==> src/hdl/wl_pkg.sv <==
package wl_pkg;

    // array geometry and layer defaults
    localparam int DEF_ARRAY_DIM   = 32;
    localparam int DEF_KERNEL_DIM  = 3;
    localparam int DEF_DW_CHANNELS = 10;
    localparam int DEF_ADDR_W      = 32;

    localparam int IDX_W = 11; // weight index and count, up to 1024 plus overrun

    // encoding shared with the layer scheduler
    typedef enum logic [1:0] {
        layer_pointwise = 2'd0,
        layer_depthwise = 2'd1,
        layer_standard  = 2'd2, // not loadable here
        layer_linear    = 2'd3
    } layer_type_e;

    typedef enum logic [1:0] {
        mode_none  = 2'd0,
        mode_dense = 2'd1, // full matrix, row-major
        mode_diag  = 2'd2  // kernels on the block diagonal
    } load_mode_e;

    // byte of the 32-bit read word that holds the weight
    typedef enum logic [1:0] {
        lane_b0 = 2'd0,
        lane_b1 = 2'd1,
        lane_b2 = 2'd2,
        lane_b3 = 2'd3
    } byte_lane_e;

    // held for the whole load
    typedef struct packed {
        load_mode_e             mode;
        logic [IDX_W-1:0]       count; // weights in the layer
        logic [DEF_ADDR_W-1:0]  base;  // byte address of weight 0
    } load_plan_t;

    // one enable bit per PE, indexed [row][col]
    typedef logic [DEF_ARRAY_DIM-1:0][DEF_ARRAY_DIM-1:0] pe_en_t;

endpackage

==> src/hdl/pe_enable_decoder.sv <==
`timescale 1ns/1ps

module pe_enable_decoder #(
    parameter int KERNEL_DIM = wl_pkg::DEF_KERNEL_DIM
) (
    input  logic                        clk,
    input  logic                        rst_n,
    input  wl_pkg::load_plan_t          plan_i,
    input  logic [wl_pkg::IDX_W-1:0]    idx_i,
    input  logic                        idx_vld_i,
    input  wl_pkg::byte_lane_e          lane_i,
    input  logic [31:0]                 rdata_i,
    output wl_pkg::pe_en_t              pe_en_o,
    output logic [7:0]                  weight_o
);

    import wl_pkg::*;

    localparam int POS_W = $clog2(DEF_ARRAY_DIM);

    localparam logic [IDX_W-1:0] KD  = IDX_W'(KERNEL_DIM);
    localparam logic [IDX_W-1:0] KK  = IDX_W'(KERNEL_DIM * KERNEL_DIM);

    logic [IDX_W-1:0] chan;     // depthwise channel
    logic [IDX_W-1:0] tap;      // position inside the kernel
    logic [IDX_W-1:0] diag_row;
    logic [IDX_W-1:0] diag_col;
    logic [POS_W-1:0] pe_row;
    logic [POS_W-1:0] pe_col;

    // kernel c sits at rows and columns KERNEL_DIM*c upward
    always_comb begin
        chan     = idx_i / KK;
        tap      = idx_i % KK;
        diag_row = chan * KD + tap / KD;
        diag_col = chan * KD + tap % KD;
    end

    always_comb begin
        if (plan_i.mode == mode_diag) begin
            pe_row = diag_row[POS_W-1:0];
            pe_col = diag_col[POS_W-1:0];
        end else begin
            pe_row = idx_i[2*POS_W-1:POS_W]; // i*32+j
            pe_col = idx_i[POS_W-1:0];
        end
    end

    // one-hot, cleared on every cycle without a strobe
    always_ff @(posedge clk or negedge rst_n) begin
        if (!rst_n) begin
            pe_en_o <= '0;
        end else begin
            pe_en_o <= '0;
            if (idx_vld_i && (plan_i.mode != mode_none)) begin
                pe_en_o[pe_row][pe_col] <= 1'b1;
            end
        end
    end

    // lane and read word arrive on the same edge
    always_comb begin
        case (lane_i)
            lane_b0: weight_o = rdata_i[7:0];
            lane_b1: weight_o = rdata_i[15:8];
            lane_b2: weight_o = rdata_i[23:16];
            lane_b3: weight_o = rdata_i[31:24];
            default: weight_o = 8'h00;
        endcase
    end

endmodule

==> src/hdl/weight_fetch_sequencer.sv <==
`timescale 1ns/1ps

module weight_fetch_sequencer #(
    parameter int ADDR_W = wl_pkg::DEF_ADDR_W
) (
    input  logic                        clk,
    input  logic                        rst_n,
    input  logic                        load_state_i,
    input  wl_pkg::load_plan_t          plan_i,
    output logic [ADDR_W-1:0]           addr_o,
    output wl_pkg::byte_lane_e          lane_o,
    output logic [wl_pkg::IDX_W-1:0]    idx_o,
    output logic                        idx_vld_o,
    output logic                        done_o
);

    import wl_pkg::*;

    localparam logic [IDX_W-1:0] CNT_MAX = '1;

    logic [IDX_W-1:0] cycle_cnt; // edges sampled high in this load
    logic             idx_vld_q;
    logic [IDX_W-1:0] done_cnt;

    assign done_cnt = plan_i.count + 1'b1;

    // saturates so a long-held level cannot wrap into a second done
    always_ff @(posedge clk or negedge rst_n) begin
        if (!rst_n) begin
            cycle_cnt <= '0;
        end else if (!load_state_i) begin
            cycle_cnt <= '0;
        end else if (cycle_cnt != CNT_MAX) begin
            cycle_cnt <= cycle_cnt + 1'b1;
        end
    end

    // byte address, base on the first edge of the load
    always_ff @(posedge clk or negedge rst_n) begin
        if (!rst_n) begin
            addr_o <= '0;
        end else if (!load_state_i) begin
            addr_o <= '0;
        end else if (cycle_cnt == '0) begin
            addr_o <= plan_i.base[ADDR_W-1:0];
        end else begin
            addr_o <= addr_o + 1'b1;
        end
    end

    // one edge behind the address, same as the buffer read data
    always_ff @(posedge clk) begin
        lane_o <= byte_lane_e'(addr_o[1:0]);
    end

    always_ff @(posedge clk) begin
        idx_o <= cycle_cnt; // index w on edge w+1
    end

    always_ff @(posedge clk or negedge rst_n) begin
        if (!rst_n) begin
            idx_vld_q <= 1'b0;
        end else begin
            idx_vld_q <= load_state_i && (cycle_cnt < plan_i.count);
        end
    end

    // an aborted load must not enable a PE on the edge that sees the drop
    assign idx_vld_o = idx_vld_q && load_state_i;

    // last enable went out one edge earlier
    always_ff @(posedge clk or negedge rst_n) begin
        if (!rst_n) begin
            done_o <= 1'b0;
        end else begin
            done_o <= load_state_i && (plan_i.mode != mode_none)
                      && (cycle_cnt == done_cnt);
        end
    end

endmodule

==> src/hdl/weight_load_ctrl.sv <==
`timescale 1ns/1ps

module weight_load_ctrl #(
    parameter int ADDR_W      = wl_pkg::DEF_ADDR_W,
    parameter int KERNEL_DIM  = wl_pkg::DEF_KERNEL_DIM,
    parameter int DW_CHANNELS = wl_pkg::DEF_DW_CHANNELS
) (
    input  logic                clk,
    input  logic                rst_n,
    input  logic                load_state_i,       // level, high for the load
    input  wl_pkg::layer_type_e layer_type_i,
    input  logic [ADDR_W-1:0]   weight_base_addr_i,
    input  logic [31:0]         glb_rdata_i,        // one cycle after the address
    output logic [ADDR_W-1:0]   weight_addr_o,
    output logic [7:0]          weight_o,
    output wl_pkg::pe_en_t      pe_en_o,
    output logic                load_done_o
);

    import wl_pkg::*;

    load_plan_t         plan;
    logic [IDX_W-1:0]   idx;
    logic               idx_vld;
    byte_lane_e         lane;

    // decode
    weight_load_decode #(
        .ADDR_W      (ADDR_W),
        .KERNEL_DIM  (KERNEL_DIM),
        .DW_CHANNELS (DW_CHANNELS)
    ) i_weight_load_decode (
        .clk          (clk),
        .rst_n        (rst_n),
        .load_state_i (load_state_i),
        .layer_type_i (layer_type_i),
        .base_addr_i  (weight_base_addr_i),
        .plan_o       (plan)
    );

    // execute
    weight_fetch_sequencer #(
        .ADDR_W (ADDR_W)
    ) i_weight_fetch_sequencer (
        .clk          (clk),
        .rst_n        (rst_n),
        .load_state_i (load_state_i),
        .plan_i       (plan),
        .addr_o       (weight_addr_o),
        .lane_o       (lane),
        .idx_o        (idx),
        .idx_vld_o    (idx_vld),
        .done_o       (load_done_o)
    );

    // result
    pe_enable_decoder #(
        .KERNEL_DIM (KERNEL_DIM)
    ) i_pe_enable_decoder (
        .clk       (clk),
        .rst_n     (rst_n),
        .plan_i    (plan),
        .idx_i     (idx),
        .idx_vld_i (idx_vld),
        .lane_i    (lane),
        .rdata_i   (glb_rdata_i),
        .pe_en_o   (pe_en_o),
        .weight_o  (weight_o)
    );

endmodule

==> src/hdl/weight_load_decode.sv <==
`timescale 1ns/1ps

module weight_load_decode #(
    parameter int ADDR_W      = wl_pkg::DEF_ADDR_W,
    parameter int KERNEL_DIM  = wl_pkg::DEF_KERNEL_DIM,
    parameter int DW_CHANNELS = wl_pkg::DEF_DW_CHANNELS
) (
    input  logic                clk,
    input  logic                rst_n,
    input  logic                load_state_i,
    input  wl_pkg::layer_type_e layer_type_i,
    input  logic [ADDR_W-1:0]   base_addr_i,
    output wl_pkg::load_plan_t  plan_o
);

    import wl_pkg::*;

    localparam logic [IDX_W-1:0] DENSE_NUM = IDX_W'(DEF_ARRAY_DIM * DEF_ARRAY_DIM);
    localparam logic [IDX_W-1:0] DIAG_NUM  = IDX_W'(KERNEL_DIM * KERNEL_DIM * DW_CHANNELS);

    load_plan_t plan_d;

    always_comb begin
        plan_d.base = DEF_ADDR_W'(base_addr_i);
        case (layer_type_i)
            layer_pointwise, layer_linear: begin
                plan_d.mode  = mode_dense;
                plan_d.count = DENSE_NUM;
            end
            layer_depthwise: begin
                plan_d.mode  = mode_diag;
                plan_d.count = DIAG_NUM; // kernel taps times channels
            end
            default: begin
                // standard conv has no enable pattern
                plan_d.mode  = mode_none;
                plan_d.count = '0;
            end
        endcase
    end

    // sampled while idle, frozen once the load starts
    always_ff @(posedge clk or negedge rst_n) begin
        if (!rst_n) begin
            plan_o <= '0;
        end else if (!load_state_i) begin
            plan_o <= plan_d;
        end
    end

endmodule

==> config.mk <==
export PLATFORM = sky130hd
export DESIGN_NAME = weight_load_ctrl
export DESIGN_NICKNAME = d
export VERILOG_FILES = /design/src/hdl/wl_pkg.sv /design/src/hdl/pe_enable_decoder.sv /design/src/hdl/weight_fetch_sequencer.sv /design/src/hdl/weight_load_ctrl.sv /design/src/hdl/weight_load_decode.sv
export SDC_FILE = /design/constraint.sdc
export NUM_CORES = 1
export LEC_CHECK = 0
export BUFFER_PORTS_ARGS = -buffer_cell sky130_fd_sc_hd__buf_2
export CAP_MARGIN = 5
export CORE_AREA = 5 5 445 447
export CTS_BUF_LIST = sky130_fd_sc_hd__clkbuf_8
export DETAILED_ROUTE_END_ITERATION = 7
export DIE_AREA = 0 0 450 452
export HOLD_SLACK_MARGIN = 0.05
export SLEW_MARGIN = 25
export SYNTH_ARGS = -nofsm -noshare
export SYNTH_HDL_FRONTEND = slang
export SYNTH_HIERARCHICAL = 1
export SYNTH_SLANG_ARGS = --single-unit
==> constraint.sdc <==
create_clock -name clk -period 15.2 [get_ports clk]
set_clock_uncertainty 0.1 [all_clocks]
set_input_delay 4.56 -clock clk [delete_from_list [all_inputs] [get_ports clk]]
set_output_delay 4.56 -clock clk [all_outputs]
set_load 0.005 [all_outputs]
## After elaboration in Yosys (flattened, before gate mapping)

Index checks and enable logic that the tools add are counted.

- Input port bits: 69
- Register bits: 1,127
- Output and inout bits: 1,065
- Logic and storage cells: 90

- Reductions and logical operators: 12
- Add/sub/neg operators: 5
- Divide/modulo/power cells: 4
- Equality and inequality tests: 9
- Magnitude comparators: 5
- Multiplexer cells: 13
- $mul: 1

Operators by type and width:

| cell | number |
|---|---|
| 1024-bit two-way mux | 1 |
| 32-bit demux with 5-bit select | 1 |
| 32-bit two-way mux | 3 |
| 32-bit by 1-bit adder with 32-bit output, second input constant | 1 |
| 8-bit one-hot mux with 4 select lines | 1 |
| 13-bit one-hot mux with 2 select lines | 1 |
| 11-bit by 1-bit adder with 11-bit output, second input constant | 2 |
| 11-bit two-way mux | 2 |
| 5-bit by 6-bit < comparator with 1-bit output, second input constant | 2 |
| 11-bit by 2-bit divider with 11-bit output, second input constant | 1 |
| 11-bit by 4-bit divider with 11-bit output, second input constant | 1 |
| 11-bit == test | 1 |
| 11-bit logical NOT | 1 |
| 11-bit < comparator | 1 |
| 11-bit by 2-bit modulo with 11-bit output, second input constant | 1 |
| 11-bit by 4-bit modulo with 11-bit output, second input constant | 1 |
| 11-bit by 2-bit multiplier with 5-bit output, second input constant | 1 |
| 11-bit inequality test, second input constant | 1 |
| 5-bit adder | 2 |
| 5-bit by 1-bit greater-or-equal comparator with 1-bit output, second input constant | 2 |
| 5-bit two-way mux | 2 |
| 2-bit == test, second input constant | 4 |
| 1-bit logical AND | 7 |
| 1-bit demux with 5-bit select | 1 |
| 6 further kinds | 8 |

## Logic depth before layout (Yosys ltp)

Gate-level depths: netlist of run 1.

- Depth after elaboration: 11
- Depth in mapped cells: 44
- Gate-level depth less buffers: 38

## Cells and area by module

Netlist of run 1, hierarchy kept.

Modules (own cells, without submodules):

| module | times used | cells each | sequential area each (µm²) | area each (µm²) |
|---|---|---|---|---|
| pe_enable_decoder | 1 | 2,829 | 25,624.6 | 35,795.6 |
| weight_fetch_sequencer | 1 | 359 | 1,386.3 | 3,335.7 |
| weight_load_decode | 1 | 86 | 850.8 | 1,520.2 |

## Least setup slack after synthesis of run 1

Ideal clock, no wire load.

- Path kind: input -> output
- From: input glb_rdata_i[24]
- To: output weight_o[0]
- Path buffers: 0
- Setup slack: 5.526 ns
- Data arrival time: 5.014 ns
- Cell stages on the path: 1
- Required time: 10.540 ns
- Cell sequence: mux4_2

- Cells in the longest elaborated chain, start to end: 1

Ends and longest elaborated chain:

| item | RTL line | RTL |
|---|---|---|
| start, declared | weight_load_ctrl.sv:13 | `input logic [31:0] glb_rdata_i,` |
| 8-bit one-hot mux with 4 select lines | pe_enable_decoder.sv:63 | `case (lane_i)` |
| end, declared | weight_load_ctrl.sv:15 | `output logic [7:0] weight_o,` |

Every way passes these cells.

## Worst setup path in the final report of run 1

- From: register i_weight_fetch_sequencer/idx_o[6] (netlist bit)
- To: register i_pe_enable_decoder/pe_en_o[544] (netlist bit)

- Cells in the longest elaborated chain, start to end: 11
- Elaborated cells between the ends (all ways): 20
- Classes of those cells: add/sub (2); mul (1); div (4); order compare (4); mux (7); reduce/logical (2)

Ends and longest elaborated chain:

| item | RTL line | RTL |
|---|---|---|
| start, declared | weight_fetch_sequencer.sv:12 | `output logic [wl_pkg::IDX_W-1:0] idx_o,` |
| start signal, assigned | weight_fetch_sequencer.sv:57 | `idx_o <= cycle_cnt;` |
| 11-bit by 4-bit modulo with 11-bit output or 11-bit by 4-bit divider with 11-bit output (tied branches) | pe_enable_decoder.sv:34, pe_enable_decoder.sv:33 |  |
| 11-bit by 2-bit modulo with 11-bit output or 11-bit by 2-bit multiplier with 5-bit output (tied branches) | pe_enable_decoder.sv:36, pe_enable_decoder.sv:35 |  |
| 5-bit adder | pe_enable_decoder.sv:36 | `diag_col = chan * KD + tap % KD;` |
| 5-bit two-way mux | pe_enable_decoder.sv:40 | `if (plan_i.mode == mode_diag) begin` |
| 5-bit by 6-bit < comparator with 1-bit output (not written as such) or 5-bit by 1-bit greater-or-equal comparator with 1-bit output (tied branches) | pe_enable_decoder.sv:56 | `pe_en_o[pe_row][pe_col] <= 1'b1;` |
| 1-bit logical AND (not written as such) | pe_enable_decoder.sv:56 |  |
| 1-bit two-way mux (not written as such) | pe_enable_decoder.sv:56 |  |
| 1-bit demux with 5-bit select | - |  |
| 32-bit two-way mux (not written as such) | pe_enable_decoder.sv:56 |  |
| 32-bit demux with 5-bit select * | - |  |
| 1024-bit two-way mux * | pe_enable_decoder.sv:55 | `if (idx_vld_i && (plan_i.mode != mode_none)) begin` |
| end signal, assigned | pe_enable_decoder.sv:52 | `pe_en_o <= '0;` |
| end signal, assigned | pe_enable_decoder.sv:54 | `pe_en_o <= '0;` |
| end signal, assigned by index | pe_enable_decoder.sv:56 |  |
| end, declared | pe_enable_decoder.sv:13 | `output wl_pkg::pe_en_t pe_en_o,` |

Mark *: on every way between the ends. The rest lies on a longest branch, timed or not.
A chain may end at the register's enable or synchronous reset.

==> impl_metrics.toml, run 1 <==
[placed_design]
port_buffers = 1133
place_ws_ns = 4.40
placedCellCount = 6665
gp_congestion = 0.831
dp_hpwl_um = 104000

[die]
dieHeight_um = 452
start_util_pct = 21.0
dieArea_sq_um = 203000
io_pins = 1134
fp.dieW_um = 450
coreArea_sq_um = 194000
placementRows = 162

[worst_setup_path]
startpoint = "i_weight_fetch_sequencer/idx_o[6]"
r2r_cells = 36
crit_cells = 36
critPathMaxFanout = 176
worstSetupEndpoint = "i_pe_enable_decoder/pe_en_o[544]"
timing.critical_path.max_delay_family = "compound AO/OA/AOI/OAI gates"
end_kind = "register"
r2r-end = "i_pe_enable_decoder/pe_en_o[544]"
crit_type = "register to register"
path_common_cell = "nor3_1"
cp.required_ns = 15.78
crit_buf_inv = 4
rr_startpoint = "i_weight_fetch_sequencer/idx_o[6]"
worstPathArrival_ns = 11.68
cpMaxStageDelayCell = "dfxtp_1"
cpPeakStageDelay_ns = 0.69
rrSetupSlack_ns = 4.10
start_kind = "register"

[logic_synthesis]
synth_edf_count = 0
synth_top_family_by_area = "simple AND/OR/NAND/NOR gates"
synth_compound_area_share_pct = 3.80
yosysTopAreaCellShare_pct = 67.9
yosysSeqAreaShare_pct = 68.5
synth_top_cell_by_area = "dfrtp_1"
synth_simple_gate_area_share_pct = 17.7
synth-adder-area-share_pct = 1.19
syn-mean-instance-area_sq_um = 12.4
synth_xor_area_share_pct = 1.46
synth_async_sr_flop_share_pct = 98.8
ys_ff_latch = 1116
synth_cell_types = 109
synth-main-ff-cell = "dfrtp_1"
synthCells = 3274
netlist_top_cells_area = "dfrtp_1 (68%), nor3_1 (12%), clkbuf_1 (2.1%), buf_6 (1.6%), mux2_4 (1.1%)"
syn_area_sq_um = 40700
synthMuxAreaShare_pct = 2.08
yosys_warnings = 6

[global_routing]
grt_pass1_vias = 31800
grt.total_usage_pct = 15.2
grt_max_degree = 177
grt_pass1_wl_um = 229000
grt_antenna_before_repair = 12
globalRoute.totalOverflow = 0

[route]
vias = 31300
antenna_left = 0
viasPerCell = 4.47
drtIter0Drc = 2483
totalWireLength_um = 161000
first_pass_iters = 5
drc = 0
wl_per_cell_um = 23.0

[clocking]
cts_root_buf = "clkbuf_8"
clkLatencyLatePin_ns = 0.91
clock_sinks = 1116
cts_buffers = 183
htreeDepth = 4
holdBufCountCts = 0
cts.path.max_buffers = 3
ctsResizeCount = 0
postCtsSetupRepairBufs = 0
cts_tree = "yes"
clk_pin_slew_ns = 0.06

[final_layout]
area_growth_pct = 29.0
final_nets = 4414
stdcell_count = 7002
mostFrequentLayoutCells = "buf_2 (1132), dfrtp_1 (1103), nor3_1 (1010), clkbuf_8 (238), inv_1 (90)"
final_common_cell = "buf_2"
drive_gt1_share_pct = 36.9

[sta]
slew_violations = 0
max_slew_margin_pct = 18.2
max_slew.worst_pin.slew_ns = 1.23
setup_violations = 0
fin_crit_ns = 11.10
fin_ws_ns = 4.10
period_share_pct = 73.0
rsz0062_at_grt = "false"
fmax_mhz = 90.1
hold_viol = 0
hold-worst-slack_ns = 0.305
finalSetupTns_ns = 0

[status]
status = "complete, no violations"

[power]
intPower_mw = 4.57
switchingPower_mw = 1.56
p_per_area_nw_per_um2 = 117
power_leakage_nw = 26.8
peakVddDrop_v = 0.0000729
switching_share_pct = 25.5
power_frac_comb_pct = 6.3
power_frac_seq_pct = 49.4
clkPwrFrac_pct = 44.3

[min_path]
worst_hold_path_type = "register to register"
whs_path_depth = 0

[run]
maxCapViolations = 0
routing by layer:
| layer | global-route usage, % | wire [um] | vias to the layer above |
|---|---|---|---|
| met5 | 0 | 21 | - |
| met4 | 8.42 | 9420 | 4 |
| met3 | 3.67 | 11000 | 421 |
| met2 | 25.8 | 80200 | 1473 |
| met1 | 17.7 | 60600 | 16000 |
| li1 | - | - | 13400 |
power by group through the flow:
stage                     combinational (mW)  sequential (mW)  clock (mW)
after floorplan                        0.191             3.07           0
after global placement                 0.385             3.08           0
after detailed placement               0.392             3.08           0
after CTS                              0.394             3.03        2.79
after global routing                   0.423             3.03        2.93
final                                  0.384             3.03        2.72
cell usage after synthesis, drive strengths merged (8+ instances only):
master  number
nand2      105
a211oi      38
nand4       17
a21oi       33
xor2        33
nand3       34
nand2b      21
inv         32
ha          33
nor3      1043
o21ai       29
a21o        15
dfrtp     1103
mux4         8
dfxtp       13
a31oi        8
mux2i       13
nor2        90
mux2        37
and3        15
nor4         9
clkbuf     228
xnor2       34
buf        138
area by class of cell:
cell class / count / area [sq um]
antenna: 7 / 17.5
clock buffer: 238 / 3280
clock inverter: 91 / 594
fill: 20200 / 141000
inverter: 34 / 128
multi-input combinational: 1763 / 11000
sequential: 1116 / 27900
tap: 2542 / 3180
timing repair buffer: 1211 / 6370
worst min path at each step:
stage / from / endpoint / slack [ns]
4_1_cts: i_weight_fetch_sequencer/cycle_cnt[0] / i_weight_fetch_sequencer/idx_o[0] / 0.31
6_report: i_weight_fetch_sequencer/cycle_cnt[0] / i_weight_fetch_sequencer/idx_o[0] / 0.31
3_5_place_dp: i_weight_fetch_sequencer/cycle_cnt[0] / i_weight_fetch_sequencer/idx_o[0] / 0.30
3_3_place_gp: i_weight_fetch_sequencer/cycle_cnt[0] / i_weight_fetch_sequencer/idx_o[0] / 0.29
5_1_grt: i_weight_fetch_sequencer/cycle_cnt[0] / i_weight_fetch_sequencer/idx_o[0] / 0.34
2_1_floorplan: i_weight_fetch_sequencer/cycle_cnt[3] / i_weight_fetch_sequencer/idx_o[3] / 0.27
stage by stage:
stage | utilization [%] | power (mW) | area (sq um)
after floorplan | - | 3.26 | 40700
after global placement | 25.0 | 3.46 | 48400
after detailed placement | 25.0 | 3.47 | 48500
after CTS | 27.0 | 6.21 | 52400
after global routing | 27.1 | 6.38 | 52400
final | 27.1 | 6.13 | 52400
registers in the layout (all words and copies together) (netlist names):
signal	flops
i_weight_fetch_sequencer/lane_o	2
i_weight_fetch_sequencer/addr_o	32
i_weight_fetch_sequencer/cycle_cnt	11
i_pe_enable_decoder/pe_en_o	1024
i_weight_fetch_sequencer/idx_vld_q	1
i_weight_load_decode/plan_o	34
i_weight_fetch_sequencer/idx_o	11
i_weight_fetch_sequencer/done_o	1
cell families after synthesis:
group	Yosys count
mux	58
simple gates	1391
flops	1116
buf+inv	400
fa+ha+maj	37
other cells	1
xor+xnor	67
compound gates	204
No activity file was read; power rests on OpenSTA's default activity.
==> inputs of run 2 (changes only) <==
clock period = 10.5 ns   (was 15.2 ns; I/O delays follow)
==> run 2 against run 1 <==
Register-to-register slack worse by 3.5 ns. Sequential cell count did not move. Sequential share of layout area decreased by 0.45 points. Sequential power increased by 45%. Worst hold slack better by 0.0071 ns.
==> impl_metrics.toml, run 2 (synthesized netlist as in run 1, its figures left out) <==
[final_layout]
drive_gt1_share_pct = 37.4
fillCellCount = 20100
top_register = "i_pe_enable_decoder/pe_en_o"
fin_area_sq_um = 52900
mostFrequentLayoutCells = "buf_2 (1132), dfrtp_1 (1103), nor3_1 (1010), clkbuf_8 (237), inv_1 (93)"
largest_reg_flops = 1024
largest_registers = "i_pe_enable_decoder/pe_en_o: 1024 flops, i_weight_load_decode/plan_o: 34 flops, i_weight_fetch_sequencer/addr_o: 32 flops"
final_nets = 4441
final_common_cell = "buf_2"
area_growth_pct = 30.1

[die]
fp.dieW_um = 450
dieArea_sq_um = 203000
placementRows = 162
start_util_pct = 21.0
dieHeight_um = 452
coreArea_sq_um = 194000
io_pins = 1134

[route]
wl_per_cell_um = 23.3
totalWireLength_um = 164000
drc = 0
first_pass_iters = 5
viasPerCell = 4.50
antenna_left = 0
drtIter0Drc = 2387
vias = 31700

[clocking]
cts_root_buf = "clkbuf_8"
cts_tree = "yes"
holdBufCountCts = 0
htreeDepth = 4
clock_sinks = 1116
cts_buffers = 186
cts.path.max_buffers = 3
clkLatencyLatePin_ns = 0.92
clk_pin_slew_ns = 0.06

[min_path]
hp-start = "i_weight_fetch_sequencer/cycle_cnt[0]"
worst_hold_path_type = "register to register"
worst_hold_path.endpoint = "i_weight_fetch_sequencer/idx_o[0]"
whs_path_depth = 0

[worst_setup_path]
crit_buf_inv = 4
timing.critical_path.max_delay_family = "compound AO/OA/AOI/OAI gates"
end_kind = "register"
startpoint = "i_weight_fetch_sequencer/idx_o[9]"
crit_type = "register to register"
r2r-end = "i_pe_enable_decoder/pe_en_o[279]"
critPathMaxFanout = 40
cpMaxStageDelayCell = "dfxtp_1"
path_common_cell = "a21oi_1"
rr_startpoint = "i_weight_fetch_sequencer/idx_o[9]"
cp.required_ns = 11.13
rrSetupSlack_ns = 0.64
r2r_cells = 36
cpPeakStageDelay_ns = 0.68
worstPathArrival_ns = 10.48
start_kind = "register"

[sta]
fin_ws_ns = 0.643
fin_crit_ns = 9.86
slew_violations = 0
hold-worst-slack_ns = 0.312
period_share_pct = 93.9
hold_viol = 0
fmax_mhz = 101
setup_violations = 0
max_slew.worst_pin.slew_ns = 1.10
max_slew_margin_pct = 26.6

[power]
peakVddDrop_v = 0.000133
p_per_area_nw_per_um2 = 170
power_leakage_nw = 27.1

[status]
status = "complete, no violations"

[global_routing]
grt.total_usage_pct = 15.5
grt_pass1_wl_um = 233000
grt_max_degree = 156
grt_antenna_before_repair = 14
globalRoute.totalOverflow = 0
grt_pass1_vias = 32000

[placed_design]
dpl-instance-area_sq_um = 48800
port_buffers = 1133
dp_hpwl_um = 106000
place_ws_ns = 0.607
gp_congestion = 0.841

[run]
maxCapViolations = 0
## run 2: changes by cell type in the layout (fill, tap and decap cells not counted), moves of 2 or more
cell,delta
nand2_4,+3
nor2_2,+6
buf_6,-3
buf_12,+17
inv_1,+3
bufinv_16,+2
buf_4,+12
clkinvlp_4,-3
nor2_1,-6
nand2_2,-3
## run 2: worst reg2reg max path, delay by kind of cell, from the launching register on
kind                       cells  cell delay (ns)
AOI/OAI and AO/OA             17             4.72
xor gates and xnor gates       2             0.47
adders and majority gates      3             0.86
buffers and inverters          4             1.16
DFF                            1             0.68
muxes                          2             0.48
and+or+nand+nor                8             1.18
## run 2: routing by layer
| layer | share of wire (%) | GRT usage, % | vias up | routed length (um) |
|---|---|---|---|---|
| met5 | 0.013 | 0 | - | 21 |
| met4 | 5.2 | 7.90 | 4 | 8500 |
| met3 | 7.0 | 3.69 | 414 | 11500 |
| met2 | 49 | 25.9 | 1595 | 80800 |
| met1 | 38 | 18.5 | 16200 | 62700 |
| li1 | - | - | 13500 | - |
## run 2: repair_timing
item                       4_1_cts  5_1_grt
buffers inserted                 0        0
setup endpoints to repair        0      359
gates resized for setup          0       14
hold endpoints to repair         0        0
## run 2: layout make-up
type,count,area [sq um],share of cell area [%]
multi-input combinational,1763,11000,20.8
inverter,34,128,0.241
sequential,1116,27900,52.7
timing repair buffer,1235,6730,12.7
clock inverter,96,683,1.29
antenna,7,17.5,0.0331
tap,2542,3180,6.01
clock buffer,237,3260,6.17
## run 2: how the worst max path moves through the flow
stage | slack, ns | cells past startpoint | endpoint
5_1_grt | -0.007 | 36 | i_pe_enable_decoder/pe_en_o[160]
2_1_floorplan | 2.57 | 40 | i_pe_enable_decoder/pe_en_o[809]
3_5_place_dp | 0.61 | 36 | i_pe_enable_decoder/pe_en_o[132]
4_1_cts | 0.54 | 36 | i_pe_enable_decoder/pe_en_o[131]
6_report | 0.64 | 36 | i_pe_enable_decoder/pe_en_o[279]
3_3_place_gp | 0.85 | 39 | i_pe_enable_decoder/pe_en_o[131]
## run 2: per-stage QoR
step                power, mW  utilization, %  setup TNS, ns  std cells
floorplan                4.72               -              0       3279
global placement         5.03            25.2              0       6689
detailed placement       5.03            25.2              0       6689
CTS                      9.09            27.2              0       7022
global route             9.33            27.3       -0.00736       7028
finish                   8.97            27.3              0       7030
## run 2: report_power, final
part	total (mW)	internal [mW]	switching, mW
Clock	4.02	2.19	1.83
Sequential	4.39	4.34	0.0488
Combinational	0.561	0.147	0.414
==> inputs of run 3 (changes only) <==
clock period = 12.1 ns   (was 10.5 ns; I/O delays follow)
==> run 3 against run 2 <==
Setup slack better by 1.2 ns. Sequential power is 13% lower. Global-route usage hardly changed. First-iteration DRC count is 3.5% higher. Sequential share of layout area is 0.52 points higher. Via count is 0.69% lower. Die area stayed put. Final cell count is 0.41% lower. Count of clock-buffer cells in the layout is 16 lower. Worst hold slack worse by 0.00058 ns. Largest cell class unchanged. Wire length is 0.24% higher. Utilization is 0.27 points lower.
==> impl_metrics.toml, run 3 (synthesized netlist as in run 1, its figures left out) <==
[worst_setup_path]
cpMaxStageDelayCell = "nand2b_4"
worstPathArrival_ns = 10.86
end_kind = "register"
rr_startpoint = "i_weight_fetch_sequencer/idx_o[6]"
critPathMaxFanout = 66
start_kind = "register"
rrSetupSlack_ns = 1.88
cp.required_ns = 12.74
cpPeakStageDelay_ns = 0.80
crit_type = "register to register"
path_common_cell = "nor3_1"
r2r_cells = 35
startpoint = "i_weight_fetch_sequencer/idx_o[6]"
r2r-end = "i_pe_enable_decoder/pe_en_o[200]"

[final_layout]
largest_registers = "i_pe_enable_decoder/pe_en_o: 1024 flops, i_weight_load_decode/plan_o: 34 flops, i_weight_fetch_sequencer/addr_o: 32 flops"
final_common_cell = "buf_2"
largest_reg_flops = 1024
final_nets = 4412
area_growth_pct = 28.8
drive_gt1_share_pct = 36.6
mostFrequentLayoutCells = "buf_2 (1132), dfrtp_1 (1103), nor3_1 (1010), clkbuf_8 (221), inv_1 (103)"
top_register = "i_pe_enable_decoder/pe_en_o"

[die]
io_pins = 1134
placementRows = 162
start_util_pct = 21.0
dieHeight_um = 452
fp.dieW_um = 450
dieArea_sq_um = 203000
coreArea_sq_um = 194000

[sta]
slew_violations = 0
max_slew.worst_pin.slew_ns = 1.09
rsz0062_at_grt = "false"
fmax_mhz = 97.9
fin_ws_ns = 1.88
finalSetupTns_ns = 0
max_slew_margin_pct = 27.0
fin_crit_ns = 10.22
period_share_pct = 84.4
hold_viol = 0
setup_violations = 0

[global_routing]
grt_pass1_vias = 31800
grt_pass1_wl_um = 233000
grt.total_usage_pct = 15.5
grt_antenna_before_repair = 20
globalRoute.totalOverflow = 0
grt_max_degree = 157

[clocking]
ctsResizeCount = 0
cts_tree = "yes"
clock_sinks = 1116
clkLatencyLatePin_ns = 0.94
htreeDepth = 4
cts.path.max_buffers = 3
cts_root_buf = "clkbuf_8"
cts_buffers = 184
clk_pin_slew_ns = 0.06
holdBufCountCts = 0
postCtsSetupRepairBufs = 0

[power]
peakVddDrop_v = 0.0000997
switchingPower_mw = 2.02
intPower_mw = 5.66
switching_share_pct = 26.3
power_leakage_nw = 26.8
power_frac_comb_pct = 6.3
power_frac_seq_pct = 49.6
p_per_area_nw_per_um2 = 147
clkPwrFrac_pct = 44.1

[min_path]
worst_hold_path.endpoint = "i_weight_fetch_sequencer/idx_o[0]"
worst_hold_path_type = "register to register"
whs_path_depth = 0
hp-start = "i_weight_fetch_sequencer/cycle_cnt[0]"

[route]
highest_layer = "met5"
drc = 0
drtIter0Drc = 2471
antenna_left = 0
wl_met3_um = 10900
wl_per_cell_um = 23.4
viasPerCell = 4.49
met1_length_um = 63700
vias = 31400
totalWireLength_um = 164000
wl_met2_um = 81100
first_pass_iters = 5

[placed_design]
gp_congestion = 0.836
place_ws_ns = 1.95
dp_hpwl_um = 104000
port_buffers = 1133

[status]
status = "complete, no violations"

[run]
maxCapViolations = 0
## run 3: metrics by stage
step	area, sq um	util, %	hold WS, ns	std cells	power (mW)
6_report	52400	27.0	0.312	7001	7.68
2_1_floorplan	40700	-	0.269	3279	4.10
5_1_grt	52300	27.0	0.333	6998	7.99
3_5_place_dp	48400	25.0	0.300	6660	4.36
3_3_place_gp	48400	25.0	0.290	6660	4.35
4_1_cts	52300	27.0	0.317	6991	7.77
## run 3: power groups by stage
stage / combinational, mW / clock, mW / sequential [mW]
global route: 0.533 / 3.65 / 3.81
CTS: 0.490 / 3.47 / 3.81
finish: 0.485 / 3.39 / 3.81
floorplan: 0.240 / 0 / 3.86
detailed placement: 0.489 / 0 / 3.87
global placement: 0.481 / 0 / 3.87
## run 3: layer usage
layer	track usage [%]	vias to the layer above
met4	7.33	4
met1	18.7	16100
met2	26.1	1456
met3	3.64	409
li1	-	13500
met5	0	-
## run 3: cell type report
| class | count | area [sq um] |
|---|---|---|
| fill | 20200 | 141000 |
| sequential | 1116 | 27900 |
| multi-input combinational | 1763 | 11000 |
| timing repair buffer | 1208 | 6380 |
| tap | 2542 | 3180 |
| clock buffer | 221 | 3040 |
| clock inverter | 110 | 773 |
| inverter | 34 | 128 |
| antenna | 7 | 17.5 |
## run 3: critical path: cells and delay by family (launching register included)
family / cells / cell delay, ns
and+or+nand+nor: 10 / 2.33
adders and majority gates: 2 / 0.53
muxes: 4 / 1.20
DFF: 1 / 0.69
AOI/OAI and AO/OA: 14 / 3.82
buffers and inverters: 4 / 1.19
xor gates and xnor gates: 1 / 0.08
## run 3: worst max path at each step
stage	endpoint	slack, ns	depth (start not counted)
finish	i_pe_enable_decoder/pe_en_o[200]	1.88	35
global placement	i_pe_enable_decoder/pe_en_o[776]	2.15	35
CTS	i_pe_enable_decoder/pe_en_o[200]	1.91	35
floorplan	i_pe_enable_decoder/pe_en_o[809]	4.17	40
global route	i_pe_enable_decoder/pe_en_o[200]	1.08	36
detailed placement	i_pe_enable_decoder/pe_en_o[552]	1.95	36
